<file path="src/hdl/memUnitPkg.sv">
`default_nettype none

package memUnitPkg;

   localparam int DATA_W     = 32;
   localparam int ADDR_W     = 10;
   // top bit picks configuration (1) or RAM (0)
   localparam int BUS_ADDR_W = ADDR_W + 1;
   localparam int CNT_W      = 6;
   localparam int STRB_W     = DATA_W / 8;

   // register map
   localparam int CFG_FIELDS   = 13;
   localparam int CFG_CTRL_IDX = 31;
   localparam int CFG_IDX_W    = 5;

   // word index of each field inside a port block, port B adds 16
   localparam logic [3:0] F_ITER    = 4'd0;
   localparam logic [3:0] F_PERIOD  = 4'd1;
   localparam logic [3:0] F_DUTY    = 4'd2;
   localparam logic [3:0] F_START   = 4'd3;
   localparam logic [3:0] F_SHIFT   = 4'd4;
   localparam logic [3:0] F_INCR    = 4'd5;
   localparam logic [3:0] F_DELAY   = 4'd6;
   localparam logic [3:0] F_ITER2   = 4'd7;
   localparam logic [3:0] F_SHIFT2  = 4'd8;
   localparam logic [3:0] F_INCR2   = 4'd9;
   localparam logic [3:0] F_REVERSE = 4'd10;
   localparam logic [3:0] F_EXT     = 4'd11;
   localparam logic [3:0] F_INWR    = 4'd12;

   typedef struct packed {
      logic [ADDR_W-1:0] iter;
      logic [CNT_W-1:0]  period;
      logic [CNT_W-1:0]  duty;
      logic [ADDR_W-1:0] start;
      logic [ADDR_W-1:0] shift;
      logic [ADDR_W-1:0] incr;
      logic [CNT_W-1:0]  delay;
      logic [ADDR_W-1:0] iter2;
      logic [ADDR_W-1:0] shift2;
      logic [ADDR_W-1:0] incr2;
      logic              reverse;
      logic              ext;
      logic              inWr;
   } addrGenCfg_t;

   // decoded host request for the RAM side
   typedef struct packed {
      logic              we;
      logic [ADDR_W-1:0] addr;
      logic [DATA_W-1:0] wdata;
   } memReq_t;

endpackage

`default_nettype wire

</file>
<file path="src/hdl/configBank.sv">
`timescale 1ns/1ps
`default_nettype none

module configBank (
   input  logic                             clk,
   input  logic                             rst,
   input  logic                             wrEn,
   input  logic [memUnitPkg::CFG_IDX_W-1:0] idx,
   input  logic [memUnitPkg::DATA_W-1:0]    wdata,
   output logic [memUnitPkg::DATA_W-1:0]    rdataCfg,
   input  logic                             done,
   output logic                             run,
   output memUnitPkg::addrGenCfg_t          cfgA,
   output memUnitPkg::addrGenCfg_t          cfgB
);

   import memUnitPkg::*;

   logic [3:0]  field;
   logic        selB;
   logic        isCtrl;
   addrGenCfg_t rdCfg;

   function automatic addrGenCfg_t setField(input addrGenCfg_t c, input logic [3:0] k,
                                            input logic [DATA_W-1:0] d);
      addrGenCfg_t r;
      r = c;
      case (k)
         F_ITER:    r.iter    = d[ADDR_W-1:0];
         F_PERIOD:  r.period  = d[CNT_W-1:0];
         F_DUTY:    r.duty    = d[CNT_W-1:0];
         F_START:   r.start   = d[ADDR_W-1:0];
         F_SHIFT:   r.shift   = d[ADDR_W-1:0];
         F_INCR:    r.incr    = d[ADDR_W-1:0];
         F_DELAY:   r.delay   = d[CNT_W-1:0];
         F_ITER2:   r.iter2   = d[ADDR_W-1:0];
         F_SHIFT2:  r.shift2  = d[ADDR_W-1:0];
         F_INCR2:   r.incr2   = d[ADDR_W-1:0];
         F_REVERSE: r.reverse = d[0];
         F_EXT:     r.ext     = d[0];
         F_INWR:    r.inWr    = d[0];
         default:   r = c;
      endcase
      return r;
   endfunction

   // zero-extended readback of one field
   function automatic logic [DATA_W-1:0] getField(input addrGenCfg_t c, input logic [3:0] k);
      case (k)
         F_ITER:    return DATA_W'(c.iter);
         F_PERIOD:  return DATA_W'(c.period);
         F_DUTY:    return DATA_W'(c.duty);
         F_START:   return DATA_W'(c.start);
         F_SHIFT:   return DATA_W'(c.shift);
         F_INCR:    return DATA_W'(c.incr);
         F_DELAY:   return DATA_W'(c.delay);
         F_ITER2:   return DATA_W'(c.iter2);
         F_SHIFT2:  return DATA_W'(c.shift2);
         F_INCR2:   return DATA_W'(c.incr2);
         F_REVERSE: return DATA_W'(c.reverse);
         F_EXT:     return DATA_W'(c.ext);
         F_INWR:    return DATA_W'(c.inWr);
         default:   return '0;
      endcase
   endfunction

   // bit 4 selects port B
   assign field  = idx[3:0];
   assign selB   = idx[CFG_IDX_W-1];
   assign isCtrl = (idx == CFG_IDX_W'(CFG_CTRL_IDX));
   assign rdCfg  = selB ? cfgB : cfgA;

   always_ff @(posedge clk or posedge rst) begin
      if (rst) begin
         cfgA <= '0;
         cfgB <= '0;
         run  <= 1'b0;
      end else begin
         run <= wrEn && isCtrl && wdata[0];
         if (wrEn && !isCtrl) begin
            if (selB) begin
               cfgB <= setField(cfgB, field, wdata);
            end else begin
               cfgA <= setField(cfgA, field, wdata);
            end
         end
      end
   end

   always_comb begin
      if (isCtrl) begin
         rdataCfg = DATA_W'(done);
      end else if (field < CFG_FIELDS) begin
         rdataCfg = getField(rdCfg, field);
      end else begin
         rdataCfg = '0;
      end
   end

endmodule

`default_nettype wire

</file>
<file path="config.mk">
export PLATFORM = sky130hd
export DESIGN_NAME = configBank
export DESIGN_NICKNAME = d
export VERILOG_FILES = /design/src/hdl/memUnitPkg.sv /design/src/hdl/configBank.sv
export SDC_FILE = /design/constraint.sdc
export NUM_CORES = 1
export LEC_CHECK = 0
export ABC_AREA = 1
export BUFFER_PORTS_ARGS = -buffer_cell sky130_fd_sc_hd__buf_4
export CAP_MARGIN = 20
export CORE_AREA = 10 10 182 184
export DETAILED_ROUTE_END_ITERATION = 6
export DIE_AREA = 0 0 192 194
export SLEW_MARGIN = 5
export SYNTH_ARGS = -nofsm -noshare
export SYNTH_HDL_FRONTEND = slang
export SYNTH_SLANG_ARGS = --single-unit
</file>
<file path="constraint.sdc">
create_clock -name clk -period 6.8 [get_ports clk]
set_clock_uncertainty 0.05 [all_clocks]
set_input_delay 1.02 -clock clk [delete_from_list [all_inputs] [get_ports clk]]
set_output_delay 1.02 -clock clk [all_outputs]
set_load 0.02 [all_outputs]
</file>
==> flow_summary.html, run 1 <==
<table>
<tr><th>Metric</th><th>Value</th></tr>
<tr><th colspan="2">Worst hold path</th></tr>
<tr><td>Number of stages on the worst hold path</td><td>2</td></tr>
<tr><td>Hold wc startpoint</td><td>cfgA[19]</td></tr>
<tr><td>HP Class</td><td>flop to flop</td></tr>
<tr><th colspan="2">Setup path</th></tr>
<tr><td>Slowest library cell on the worst path</td><td>sky130_fd_sc_hd__buf_4</td></tr>
<tr><td>Signal arrival time at the worst endpoint</td><td>3.24 ns</td></tr>
<tr><td>Worst endpoint required time</td><td>5.73 ns</td></tr>
<tr><td>Classification of the worst setup path</td><td>primary input to output pin</td></tr>
<tr><td>Type of element launching the critical path</td><td>primary input</td></tr>
<tr><td>Count of buffering cells on the critical path with inverters included</td><td>4</td></tr>
<tr><td>Cells on worst reg2reg path</td><td>2</td></tr>
<tr><td>Cell chain of the critical path</td><td>buf_4, clkinv_2, buf_4, nand2_1, o21ai_0, nand2_1, nand4_1, nor2_1, nand2_1, buf_4</td></tr>
<tr><td>Worst path depth</td><td>10</td></tr>
<tr><td>Worst Setup End Kind</td><td>output pin</td></tr>
<tr><td>Launching point of the worst reg2reg path</td><td>cfgB[81]</td></tr>
<tr><td>Cell family contributing the most delay on the critical path</td><td>buffers and inverters</td></tr>
<tr><td>Critical path fanouts, max</td><td>75</td></tr>
<tr><td>Slowest stage delay, CP</td><td>0.50 ns</td></tr>
<tr><td>Crit path launch</td><td>idx[4]</td></tr>
<tr><th colspan="2">Pwr</th></tr>
<tr><td>Pwr dens</td><td>335 nW/um^2</td></tr>
<tr><td>Static leakage</td><td>5.50 nW</td></tr>
<tr><td>Worst vdd rail ir drop</td><td>0.141 mV</td></tr>
<tr><td>Total power after layout</td><td>~3.7 mW</td></tr>
<tr><th colspan="2">STA</th></tr>
<tr><td>Relative slew slack</td><td>26.7%</td></tr>
<tr><td>Final number of hold-violating endpoints</td><td>0</td></tr>
<tr><td>Slew at the pin closest to its max-slew limit</td><td>~1.1 ns</td></tr>
<tr><td>Maximum frequency from static timing analysis</td><td>roughly 230 MHz</td></tr>
<tr><td>RSZ-0062 raised after global routing</td><td>false</td></tr>
<tr><td>Post-layout minimum cycle time</td><td>4.31 ns</td></tr>
<tr><td>Final number of max-transition violations</td><td>0</td></tr>
<tr><td>Setup TNS after final layout</td><td>0 ns</td></tr>
<tr><td>Final Cycle Share</td><td>63.4%</td></tr>
<tr><td>Final Setup Violations</td><td>0</td></tr>
<tr><th colspan="2">Global route</th></tr>
<tr><td>Pin count of the biggest net entering global routing</td><td>76</td></tr>
<tr><td>Via count of the first global-routing pass</td><td>7518</td></tr>
<tr><td>Initial antenna violation count</td><td>1</td></tr>
<tr><td>First-pass GRT wire length</td><td>51100 um</td></tr>
<tr><td>Global-route usage over all layers</td><td>18.4%</td></tr>
<tr><td>Overflow left after global routing</td><td>0</td></tr>
<tr><th colspan="2">Synthesis</th></tr>
<tr><td>Netlist cell types</td><td>27</td></tr>
<tr><td>Sequential share of the synthesized area</td><td>between 50% and 60%</td></tr>
<tr><td>Area fraction of the dominant cell type after synthesis</td><td>52.2%</td></tr>
<tr><td>Number of synthesized register bits</td><td>183</td></tr>
<tr><td>Warning count from the yosys run</td><td>0</td></tr>
<tr><td>Top_reg_cell synth</td><td>sky130_fd_sc_hd__dfrtp_1</td></tr>
<tr><td>Post-synth top area cell</td><td>sky130_fd_sc_hd__dfrtp_1</td></tr>
<tr><td>Number of flops mapped to enable cells by yosys</td><td>0</td></tr>
<tr><td>Post-Synthesis Cell Area</td><td>about 8800 um^2</td></tr>
<tr><td>Gate count after technology mapping</td><td>~1100</td></tr>
<tr><td>Top cells by area in the synthesized netlist</td><td>sky130_fd_sc_hd__dfrtp_1, sky130_fd_sc_hd__nand2_1, sky130_fd_sc_hd__o21ai_0</td></tr>
<tr><td>Cell with the most instances after synthesis</td><td>sky130_fd_sc_hd__nand2_1</td></tr>
<tr><td>Avg Inst Size Synth</td><td>around 7.7 um^2</td></tr>
<tr><td>Share of synthesized registers carrying an async set or reset</td><td>between 90% and 100%</td></tr>
<tr><td>Commonest cells post-synth</td><td>sky130_fd_sc_hd__nand2_1, sky130_fd_sc_hd__dfrtp_1, sky130_fd_sc_hd__o21ai_0</td></tr>
<tr><th colspan="2">Status</th></tr>
<tr><td>Outcome</td><td>finished clean</td></tr>
<tr><th colspan="2">Placement</th></tr>
<tr><td>Routability-driven placement congestion ratio</td><td>0.901</td></tr>
<tr><td>Number of instances in the placed design</td><td>1666</td></tr>
<tr><td>Port buffer count</td><td>211</td></tr>
<tr><td>DP Wirelength</td><td>25900 um</td></tr>
<tr><th colspan="2">Die</th></tr>
<tr><td>Core region area</td><td>29400 um^2</td></tr>
<tr><td>Standard-cell row count</td><td>63</td></tr>
<tr><td>Die W</td><td>192 um</td></tr>
<tr><td>IO Pins</td><td>256</td></tr>
<tr><td>Die Area</td><td>roughly 37000 um^2</td></tr>
<tr><td>Die height</td><td>between 150 and 200 um</td></tr>
<tr><td>Effective utilization at floorplan</td><td>29.8%</td></tr>
<tr><th colspan="2">Clocking</th></tr>
<tr><td>Number of setup buffers added after CTS</td><td>0</td></tr>
<tr><td>Number of buffers created by CTS</td><td>17</td></tr>
<tr><td>Clk Latency, worst-skew pair</td><td>0.43 ns</td></tr>
<tr><td>Cells resized by post-CTS repair</td><td>0</td></tr>
<tr><td>Clock transition at the registers of the reported paths</td><td>0.07 ns</td></tr>
<tr><td>CTS tree</td><td>built</td></tr>
<tr><td>Number of buffers inserted for hold repair after clock tree synthesis</td><td>0</td></tr>
<tr><td>Root Buffer</td><td>sky130_fd_sc_hd__clkbuf_16</td></tr>
<tr><td>Bufs on Longest Clock Path</td><td>2</td></tr>
<tr><td>Clk sink count</td><td>183</td></tr>
<tr><td>CTS H-tree lvls</td><td>4</td></tr>
<tr><th colspan="2">Detailed routing</th></tr>
<tr><td>Number of DRC violations after detailed routing</td><td>0</td></tr>
<tr><td>Post-detailed-route wirelength per cell</td><td>20.6 um</td></tr>
<tr><td>Vias per Instance</td><td>around 4.7</td></tr>
<tr><td>Count of nets left with antenna violations after detail routing</td><td>0</td></tr>
<tr><td>Pre-Repair DR Iteration Count</td><td>5</td></tr>
<tr><td>First DRT Iteration DRCs</td><td>818</td></tr>
<tr><td>Total number of vias</td><td>8051</td></tr>
<tr><td>Routed wire length</td><td>35000 um</td></tr>
<tr><th colspan="2">Flow run</th></tr>
<tr><td>Max cap viols</td><td>0</td></tr>
<tr><th colspan="2">Cells and area</th></tr>
<tr><td>Net count of the finished layout</td><td>about 1300</td></tr>
<tr><td>Relative area change from synthesis to final layout</td><td>26.2%</td></tr>
<tr><td>Share of cells above drive strength 1</td><td>between 20% and 30%</td></tr>
<tr><td>Count of placed standard cells in the final layout, fillers left out</td><td>roughly 1700</td></tr>
</table>
## worst register-to-register path, delay by kind of cell, from the launching register on
kind	cells	cell delay (ns)
AOI/OAI and AO/OA	1	0.05
and+or+nand+nor	1	0.12
DFF	1	0.43
## per-layer routing
layer / track usage [%] / part of all wire, %
met5: 0 / 0
met4: 6.35 / 2.9
met3: 5.23 / 7.9
met2: 27.7 / 45
met1: 24.8 / 45
## power breakdown
| part | internal [mW] | switching (mW) | total (mW) |
|---|---|---|---|
| registers | 1.32 | 0.183 | 1.50 |
| clock network | 0.516 | 0.474 | 0.990 |
| logic | 0.452 | 0.761 | 1.21 |
## kinds of logic (layout without fill, tap and decap cells)
logic type / after synthesis / after routing / synth area share (%)
DFF: 183 / 183 / 52.2
AOI/OAI and AO/OA: 251 / 251 / 14.3
other: 1 / 23 / 0.0428
buffers and inverters: 177 / 334 / 9.50
and+or+nand+nor: 519 / 519 / 23.8
muxes: 1 / 1 / 0.128
## registers in the layout (all words and copies together) (netlist names)
register	cells
cfgA	91
run	1
cfgB	91
## final cells by class
class / instances / area, um^2
Clock inverter: 14 / 145
Sequential cell: 183 / 4580
Timing Repair Buffer: 221 / 1660
Clock buffer: 18 / 429
Antenna cell: 1 / 2.50
Multi-Input combinational cell: 793 / 3450
Inverter: 81 / 310
Fill cell: 3104 / 18300
Tap cell: 390 / 488
## worst paths after layout
path	endpoint	slack, ns
worst max-delay path	rdataCfg[2]	2.49
worst min-delay path	cfgA[19]	0.46
worst max register to register	cfgB[81]	6.00
worst min register to register	cfgA[19]	0.46
max in group asynchronous	cfgB[71]	4.78
min in group asynchronous	cfgB[25]	0.58
## through the flow
stage / worst slack (ns) / hold slack, ns / utilization (%) / area (um^2)
6_report: 2.49 / 0.464 / 37.6 / 11100
5_1_grt: 2.33 / 0.485 / 37.6 / 11100
4_1_cts: 2.50 / 0.466 / 37.6 / 11000
3_5_place_dp: 2.50 / 0.449 / 35.6 / 10500
3_3_place_gp: 2.48 / 0.443 / 35.6 / 10500
2_1_floorplan: 0.758 / 0.552 / - / 8850
## cell usage in the layout (no fill, tap or decap)
master	instances
sky130_fd_sc_hd__nor3_4	3
sky130_fd_sc_hd__inv_8	1
sky130_fd_sc_hd__nor2_4	3
sky130_fd_sc_hd__mux2_2	1
sky130_fd_sc_hd__clkinv_4	2
sky130_fd_sc_hd__a31oi_1	1
sky130_fd_sc_hd__nor3_1	5
sky130_fd_sc_hd__o21ai_1	31
sky130_fd_sc_hd__clkinv_2	2
sky130_fd_sc_hd__nand2_2	6
sky130_fd_sc_hd__clkbuf_1	1
sky130_fd_sc_hd__a21oi_1	54
sky130_fd_sc_hd__nor2_1	58
sky130_fd_sc_hd__nand2_1	419
sky130_fd_sc_hd__buf_4	221
sky130_fd_sc_hd__nand4_1	6
sky130_fd_sc_hd__clkinv_8	1
sky130_fd_sc_hd__inv_2	3
sky130_fd_sc_hd__inv_6	5
sky130_fd_sc_hd__nor3_2	3
sky130_fd_sc_hd__diode_2	1
sky130_fd_sc_hd__conb_1	22
sky130_fd_sc_hd__nor2_2	3
sky130_fd_sc_hd__inv_1	76
sky130_fd_sc_hd__bufinv_16	1
sky130_fd_sc_hd__o21ai_0	165
sky130_fd_sc_hd__clkinvlp_4	4
sky130_fd_sc_hd__clkbuf_16	17
sky130_fd_sc_hd__nand3_1	9
sky130_fd_sc_hd__nor3b_1	2
sky130_fd_sc_hd__nor4_1	1
sky130_fd_sc_hd__nand3_2	1
sky130_fd_sc_hd__dfrtp_1	183
No activity file was read; power rests on OpenSTA's default activity.
==> inputs of run 2 (changes only) <==
ABC_AREA = 0   (was 1)
CORE_AREA = 10 10 183 185   (was 10 10 182 184)
DIE_AREA = 0 0 193 195   (was 0 0 192 194)
clock period = 3.5 ns   (was 6.8 ns; I/O delays follow)
==> flow_summary.html, run 2 <==
<table>
<tr><th>Metric</th><th>Value</th></tr>
<tr><th colspan="2">Cells and area</th></tr>
<tr><td>Most common cell after layout, fill and taps aside</td><td>sky130_fd_sc_hd__buf_4</td></tr>
<tr><td>Share of cells above drive strength 1</td><td>53.4% (+32 points)</td></tr>
<tr><td>Net count of the finished layout</td><td>906 (-32%)</td></tr>
<tr><td>Number of diodes</td><td>0 (-1)</td></tr>
<tr><td>Relative area change from synthesis to final layout</td><td>28.8%</td></tr>
<tr><td>Most frequent cells in the layout</td><td>sky130_fd_sc_hd__buf_4, sky130_fd_sc_hd__dfrtp_1, sky130_fd_sc_hd__mux2_2, sky130_fd_sc_hd__mux2i_1, sky130_fd_sc_hd__o22ai_1</td></tr>
<tr><td>Final core utilization</td><td>37.9% (+0.28 points)</td></tr>
<tr><td>Regs by FF count</td><td>cfgA (91), cfgB (91), run (1)</td></tr>
<tr><td>Total of fill cells in the finished design</td><td>2955 (-4.8%)</td></tr>
<tr><th colspan="2">Die</th></tr>
<tr><td>Die W</td><td>193 um (+0.52%)</td></tr>
<tr><td>Die Area</td><td>37600 um^2 (+1.0%)</td></tr>
<tr><td>Core region area</td><td>30000 um^2 (+2.1%)</td></tr>
<tr><td>Die height</td><td>195 um (+0.52%)</td></tr>
<tr><td>IO Pins</td><td>256 (unchanged)</td></tr>
<tr><td>Effective utilization at floorplan</td><td>29.4% (-0.39 points)</td></tr>
<tr><td>Standard-cell row count</td><td>64 (+1.6%)</td></tr>
<tr><th colspan="2">Clocking</th></tr>
<tr><td>Number of buffers inserted for hold repair after clock tree synthesis</td><td>0 (unchanged)</td></tr>
<tr><td>CTS H-tree lvls</td><td>4 (unchanged)</td></tr>
<tr><td>Clock transition at the registers of the reported paths</td><td>0.08 ns (about the same)</td></tr>
<tr><td>Clk Latency, worst-skew pair</td><td>0.43 ns (about the same)</td></tr>
<tr><td>Number of setup buffers added after CTS</td><td>0 (unchanged)</td></tr>
<tr><td>Number of buffers created by CTS</td><td>17 (unchanged)</td></tr>
<tr><td>Bufs on Longest Clock Path</td><td>2 (unchanged)</td></tr>
<tr><td>Root Buffer</td><td>sky130_fd_sc_hd__clkbuf_16</td></tr>
<tr><td>CTS tree</td><td>built</td></tr>
<tr><td>Cells resized by post-CTS repair</td><td>0 (unchanged)</td></tr>
<tr><td>Clk sink count</td><td>183 (unchanged)</td></tr>
<tr><th colspan="2">Placement</th></tr>
<tr><td>Port buffer count</td><td>211 (unchanged)</td></tr>
<tr><td>Routability-driven placement congestion ratio</td><td>0.763 (-15%)</td></tr>
<tr><td>DP Wirelength</td><td>23100 um (-11%)</td></tr>
<tr><td>Post-place setup slack</td><td>0.457 ns (-2.05 ns)</td></tr>
<tr><th colspan="2">Setup path</th></tr>
<tr><td>Type of element launching the critical path</td><td>primary input</td></tr>
<tr><td>Signal arrival time at the worst endpoint</td><td>2.47 ns (-0.77 ns)</td></tr>
<tr><td>Crit path launch</td><td>idx[1]</td></tr>
<tr><td>Launching point of the worst reg2reg path</td><td>cfgA[68]</td></tr>
<tr><td>Worst endpoint required time</td><td>2.92 ns (-2.81 ns)</td></tr>
<tr><td>Critical path fanouts, max</td><td>16 (-79%)</td></tr>
<tr><td>Classification of the worst setup path</td><td>primary input to output pin</td></tr>
<tr><td>Worst Setup End Kind</td><td>output pin</td></tr>
<tr><th colspan="2">Synthesis</th></tr>
<tr><td>Top_reg_cell synth</td><td>sky130_fd_sc_hd__dfrtp_1</td></tr>
<tr><td>Number of flops mapped to enable cells by yosys</td><td>0 (unchanged)</td></tr>
<tr><td>Number of synthesized register bits</td><td>183 (unchanged)</td></tr>
<tr><td>Cell with the most instances after synthesis</td><td>sky130_fd_sc_hd__dfrtp_1</td></tr>
<tr><td>Warning count from the yosys run</td><td>0 (unchanged)</td></tr>
<tr><td>Avg Inst Size Synth</td><td>13.4 um^2 (+73%)</td></tr>
<tr><td>Gate count after technology mapping</td><td>661 (-42%)</td></tr>
<tr><td>Commonest cells post-synth</td><td>sky130_fd_sc_hd__dfrtp_1, sky130_fd_sc_hd__mux2_2, sky130_fd_sc_hd__mux2i_1</td></tr>
<tr><td>Netlist cell types</td><td>43 (+59%)</td></tr>
<tr><td>Area fraction of the dominant cell type after synthesis</td><td>51.8% (-0.41 points)</td></tr>
<tr><td>Sequential share of the synthesized area</td><td>51.8% (-0.41 points)</td></tr>
<tr><td>Post-synth top area cell</td><td>sky130_fd_sc_hd__dfrtp_1</td></tr>
<tr><td>Post-Synthesis Cell Area</td><td>8840 um^2 (+0.80%)</td></tr>
<tr><td>Top cells by area in the synthesized netlist</td><td>sky130_fd_sc_hd__dfrtp_1, sky130_fd_sc_hd__mux2_2, sky130_fd_sc_hd__mux2i_1</td></tr>
<tr><td>Share of synthesized registers carrying an async set or reset</td><td>100% (unchanged)</td></tr>
<tr><th colspan="2">Detailed routing</th></tr>
<tr><td>Pre-Repair DR Iteration Count</td><td>5 (unchanged)</td></tr>
<tr><td>Routed wire length</td><td>32400 um (-7.4%)</td></tr>
<tr><td>Total number of vias</td><td>6262 (-22%)</td></tr>
<tr><td>Count of nets left with antenna violations after detail routing</td><td>0 (unchanged)</td></tr>
<tr><td>Number of DRC violations after detailed routing</td><td>0 (unchanged)</td></tr>
<tr><td>First DRT Iteration DRCs</td><td>330 (-60%)</td></tr>
<tr><td>Vias per Instance</td><td>4.92 (+3.8%)</td></tr>
<tr><td>Post-detailed-route wirelength per cell</td><td>25.5 um (+24%)</td></tr>
<tr><th colspan="2">Global route</th></tr>
<tr><td>Via count of the first global-routing pass</td><td>6619 (-12%)</td></tr>
<tr><td>Pin count of the biggest net entering global routing</td><td>61 (-20%)</td></tr>
<tr><td>First-pass GRT wire length</td><td>46600 um (-8.8%)</td></tr>
<tr><td>Global-route usage over all layers</td><td>16.9% (-1.5 points)</td></tr>
<tr><td>Initial antenna violation count</td><td>0 (-1)</td></tr>
<tr><td>Overflow left after global routing</td><td>0 (unchanged)</td></tr>
<tr><th colspan="2">Flow run</th></tr>
<tr><td>Max cap viols</td><td>0 (unchanged)</td></tr>
<tr><th colspan="2">STA</th></tr>
<tr><td>Final number of max-transition violations</td><td>0 (unchanged)</td></tr>
<tr><td>Maximum frequency from static timing analysis</td><td>329 MHz</td></tr>
<tr><td>RSZ-0062 raised after global routing</td><td>false</td></tr>
<tr><td>Worst path setup slack after routing</td><td>0.458 ns (-2.03 ns)</td></tr>
<tr><td>Setup TNS after final layout</td><td>0 ns (unchanged)</td></tr>
<tr><td>Final Setup Violations</td><td>0 (unchanged)</td></tr>
<tr><td>Slew at the pin closest to its max-slew limit</td><td>0.816 ns (-0.278 ns)</td></tr>
<tr><td>Final Cycle Share</td><td>between 80% and 90%</td></tr>
<tr><td>Post-layout minimum cycle time</td><td>3.04 ns</td></tr>
<tr><td>Final number of hold-violating endpoints</td><td>0 (unchanged)</td></tr>
<tr><td>Relative slew slack</td><td>45.5% (+19 points)</td></tr>
<tr><th colspan="2">Pwr</th></tr>
<tr><td>Static leakage</td><td>5.55 nW (+0.87%)</td></tr>
<tr><td>Part of the total power dissipated in sequential elements</td><td>41.3% (+0.7 points)</td></tr>
<tr><td>Share of total power consumed by net switching</td><td>35.5% (-2.8 points)</td></tr>
<tr><td>Internal power</td><td>4.46 mW (+95%)</td></tr>
<tr><td>Clk network pwr share</td><td>27.5% (+0.8 points)</td></tr>
<tr><td>Pwr dens</td><td>608 nW/um^2 (+81%)</td></tr>
<tr><td>Part of the power in combinational logic</td><td>31.3% (-1.4 points)</td></tr>
<tr><td>Worst vdd rail ir drop</td><td>0.293 mV (+110%)</td></tr>
<tr><td>Power spent charging and discharging nets</td><td>2.45 mW (+73%)</td></tr>
<tr><th colspan="2">Status</th></tr>
<tr><td>Outcome</td><td>finished clean</td></tr>
<tr><th colspan="2">Worst hold path</th></tr>
<tr><td>HP Class</td><td>primary input to asynchronous set/reset pin</td></tr>
</table>
run 2: cell count changes in the layout (fill, tap and decap cells not counted), moves of 36 or more:
cell,change
sky130_fd_sc_hd__inv_1,-75
sky130_fd_sc_hd__mux2_2,+180
sky130_fd_sc_hd__o21ai_0,-161
sky130_fd_sc_hd__o22ai_1,+36
sky130_fd_sc_hd__a21oi_1,-53
sky130_fd_sc_hd__mux2i_1,+79
sky130_fd_sc_hd__nand2_1,-404
sky130_fd_sc_hd__nor2_1,-41
run 2: power groups by stage:
stage	Clock [mW]	Sequential (mW)	Combinational, mW
6_report	1.90	2.86	2.16
5_1_grt	2.05	2.92	2.31
4_1_cts	1.96	2.86	2.21
3_5_place_dp	0	2.89	2.20
3_3_place_gp	0	2.88	2.19
2_1_floorplan	0	3.34	0.717
run 2: area by class of cell:
| cell class | instances | area [um^2] | area share [%] |
|---|---|---|---|
| well taps | 396 | 495 | 4.35 |
| repair buffers | 231 | 1800 | 15.8 |
| clock inverters | 14 | 128 | 1.12 |
| inverters | 2 | 11.3 | 0.0989 |
| flip-flops and latches | 183 | 4580 | 40.2 |
| clock buffers | 18 | 439 | 3.86 |
| multi-input cells | 430 | 3930 | 34.5 |
run 2: routing by layer:
metal / up-vias / part of all wire (%) / global-route usage, %
li1: 2796 / - / -
met1: 3273 / 43 / 21.2
met2: 177 / 49 / 28.0
met3: 16 / 7.4 / 5.24
met4: 0 / 0.87 / 3.31
met5: - / 0 / 0
run 2: stage by stage:
| stage | area (um^2) | power, mW | instances | hold slack, ns |
|---|---|---|---|---|
| 6_report | 11400 | 6.92 | 1274 | 0.0485 |
| 5_1_grt | 11400 | 7.28 | 1274 | 0.0577 |
| 4_1_cts | 11400 | 7.03 | 1274 | 0.0387 |
| 3_5_place_dp | 10800 | 5.10 | 1242 | 0.468 |
| 3_3_place_gp | 10800 | 5.06 | 1242 | 0.460 |
| 2_1_floorplan | 8920 | 4.05 | 682 | 0.584 |
run 2: final timing paths:
kind	to	slack, ns	cells past startpoint
worst max-delay path	rdataCfg[1]	0.46	7
max in group asynchronous	cfgA[74]	2.56	3
worst min register to register	cfgA[18]	0.48	1
min in group clk	run	0.33	3
worst max register to register	cfgA[68]	2.64	1
worst min-delay path	cfgB[46]	0.05	2
run 2: worst max-delay path, stage by stage:
cell	delay (ns)
sky130_fd_sc_hd__buf_4	0.20
sky130_fd_sc_hd__buf_4	0.24
sky130_fd_sc_hd__or4_1	0.53
sky130_fd_sc_hd__o22ai_1	0.23
sky130_fd_sc_hd__nor3_1	0.42
sky130_fd_sc_hd__nand2_1	0.13
sky130_fd_sc_hd__buf_4	0.18
run 2: cell families (layout without fill, tap and decap cells):
group	after synthesis	count (layout)	synth area share (%)
muxes	263	263	32.4
DFF	183	183	51.8
and+or+nand+nor	90	90	6.99
buffers and inverters	69	265	4.59
AOI/OAI and AO/OA	55	55	4.18
other	1	22	0.0424
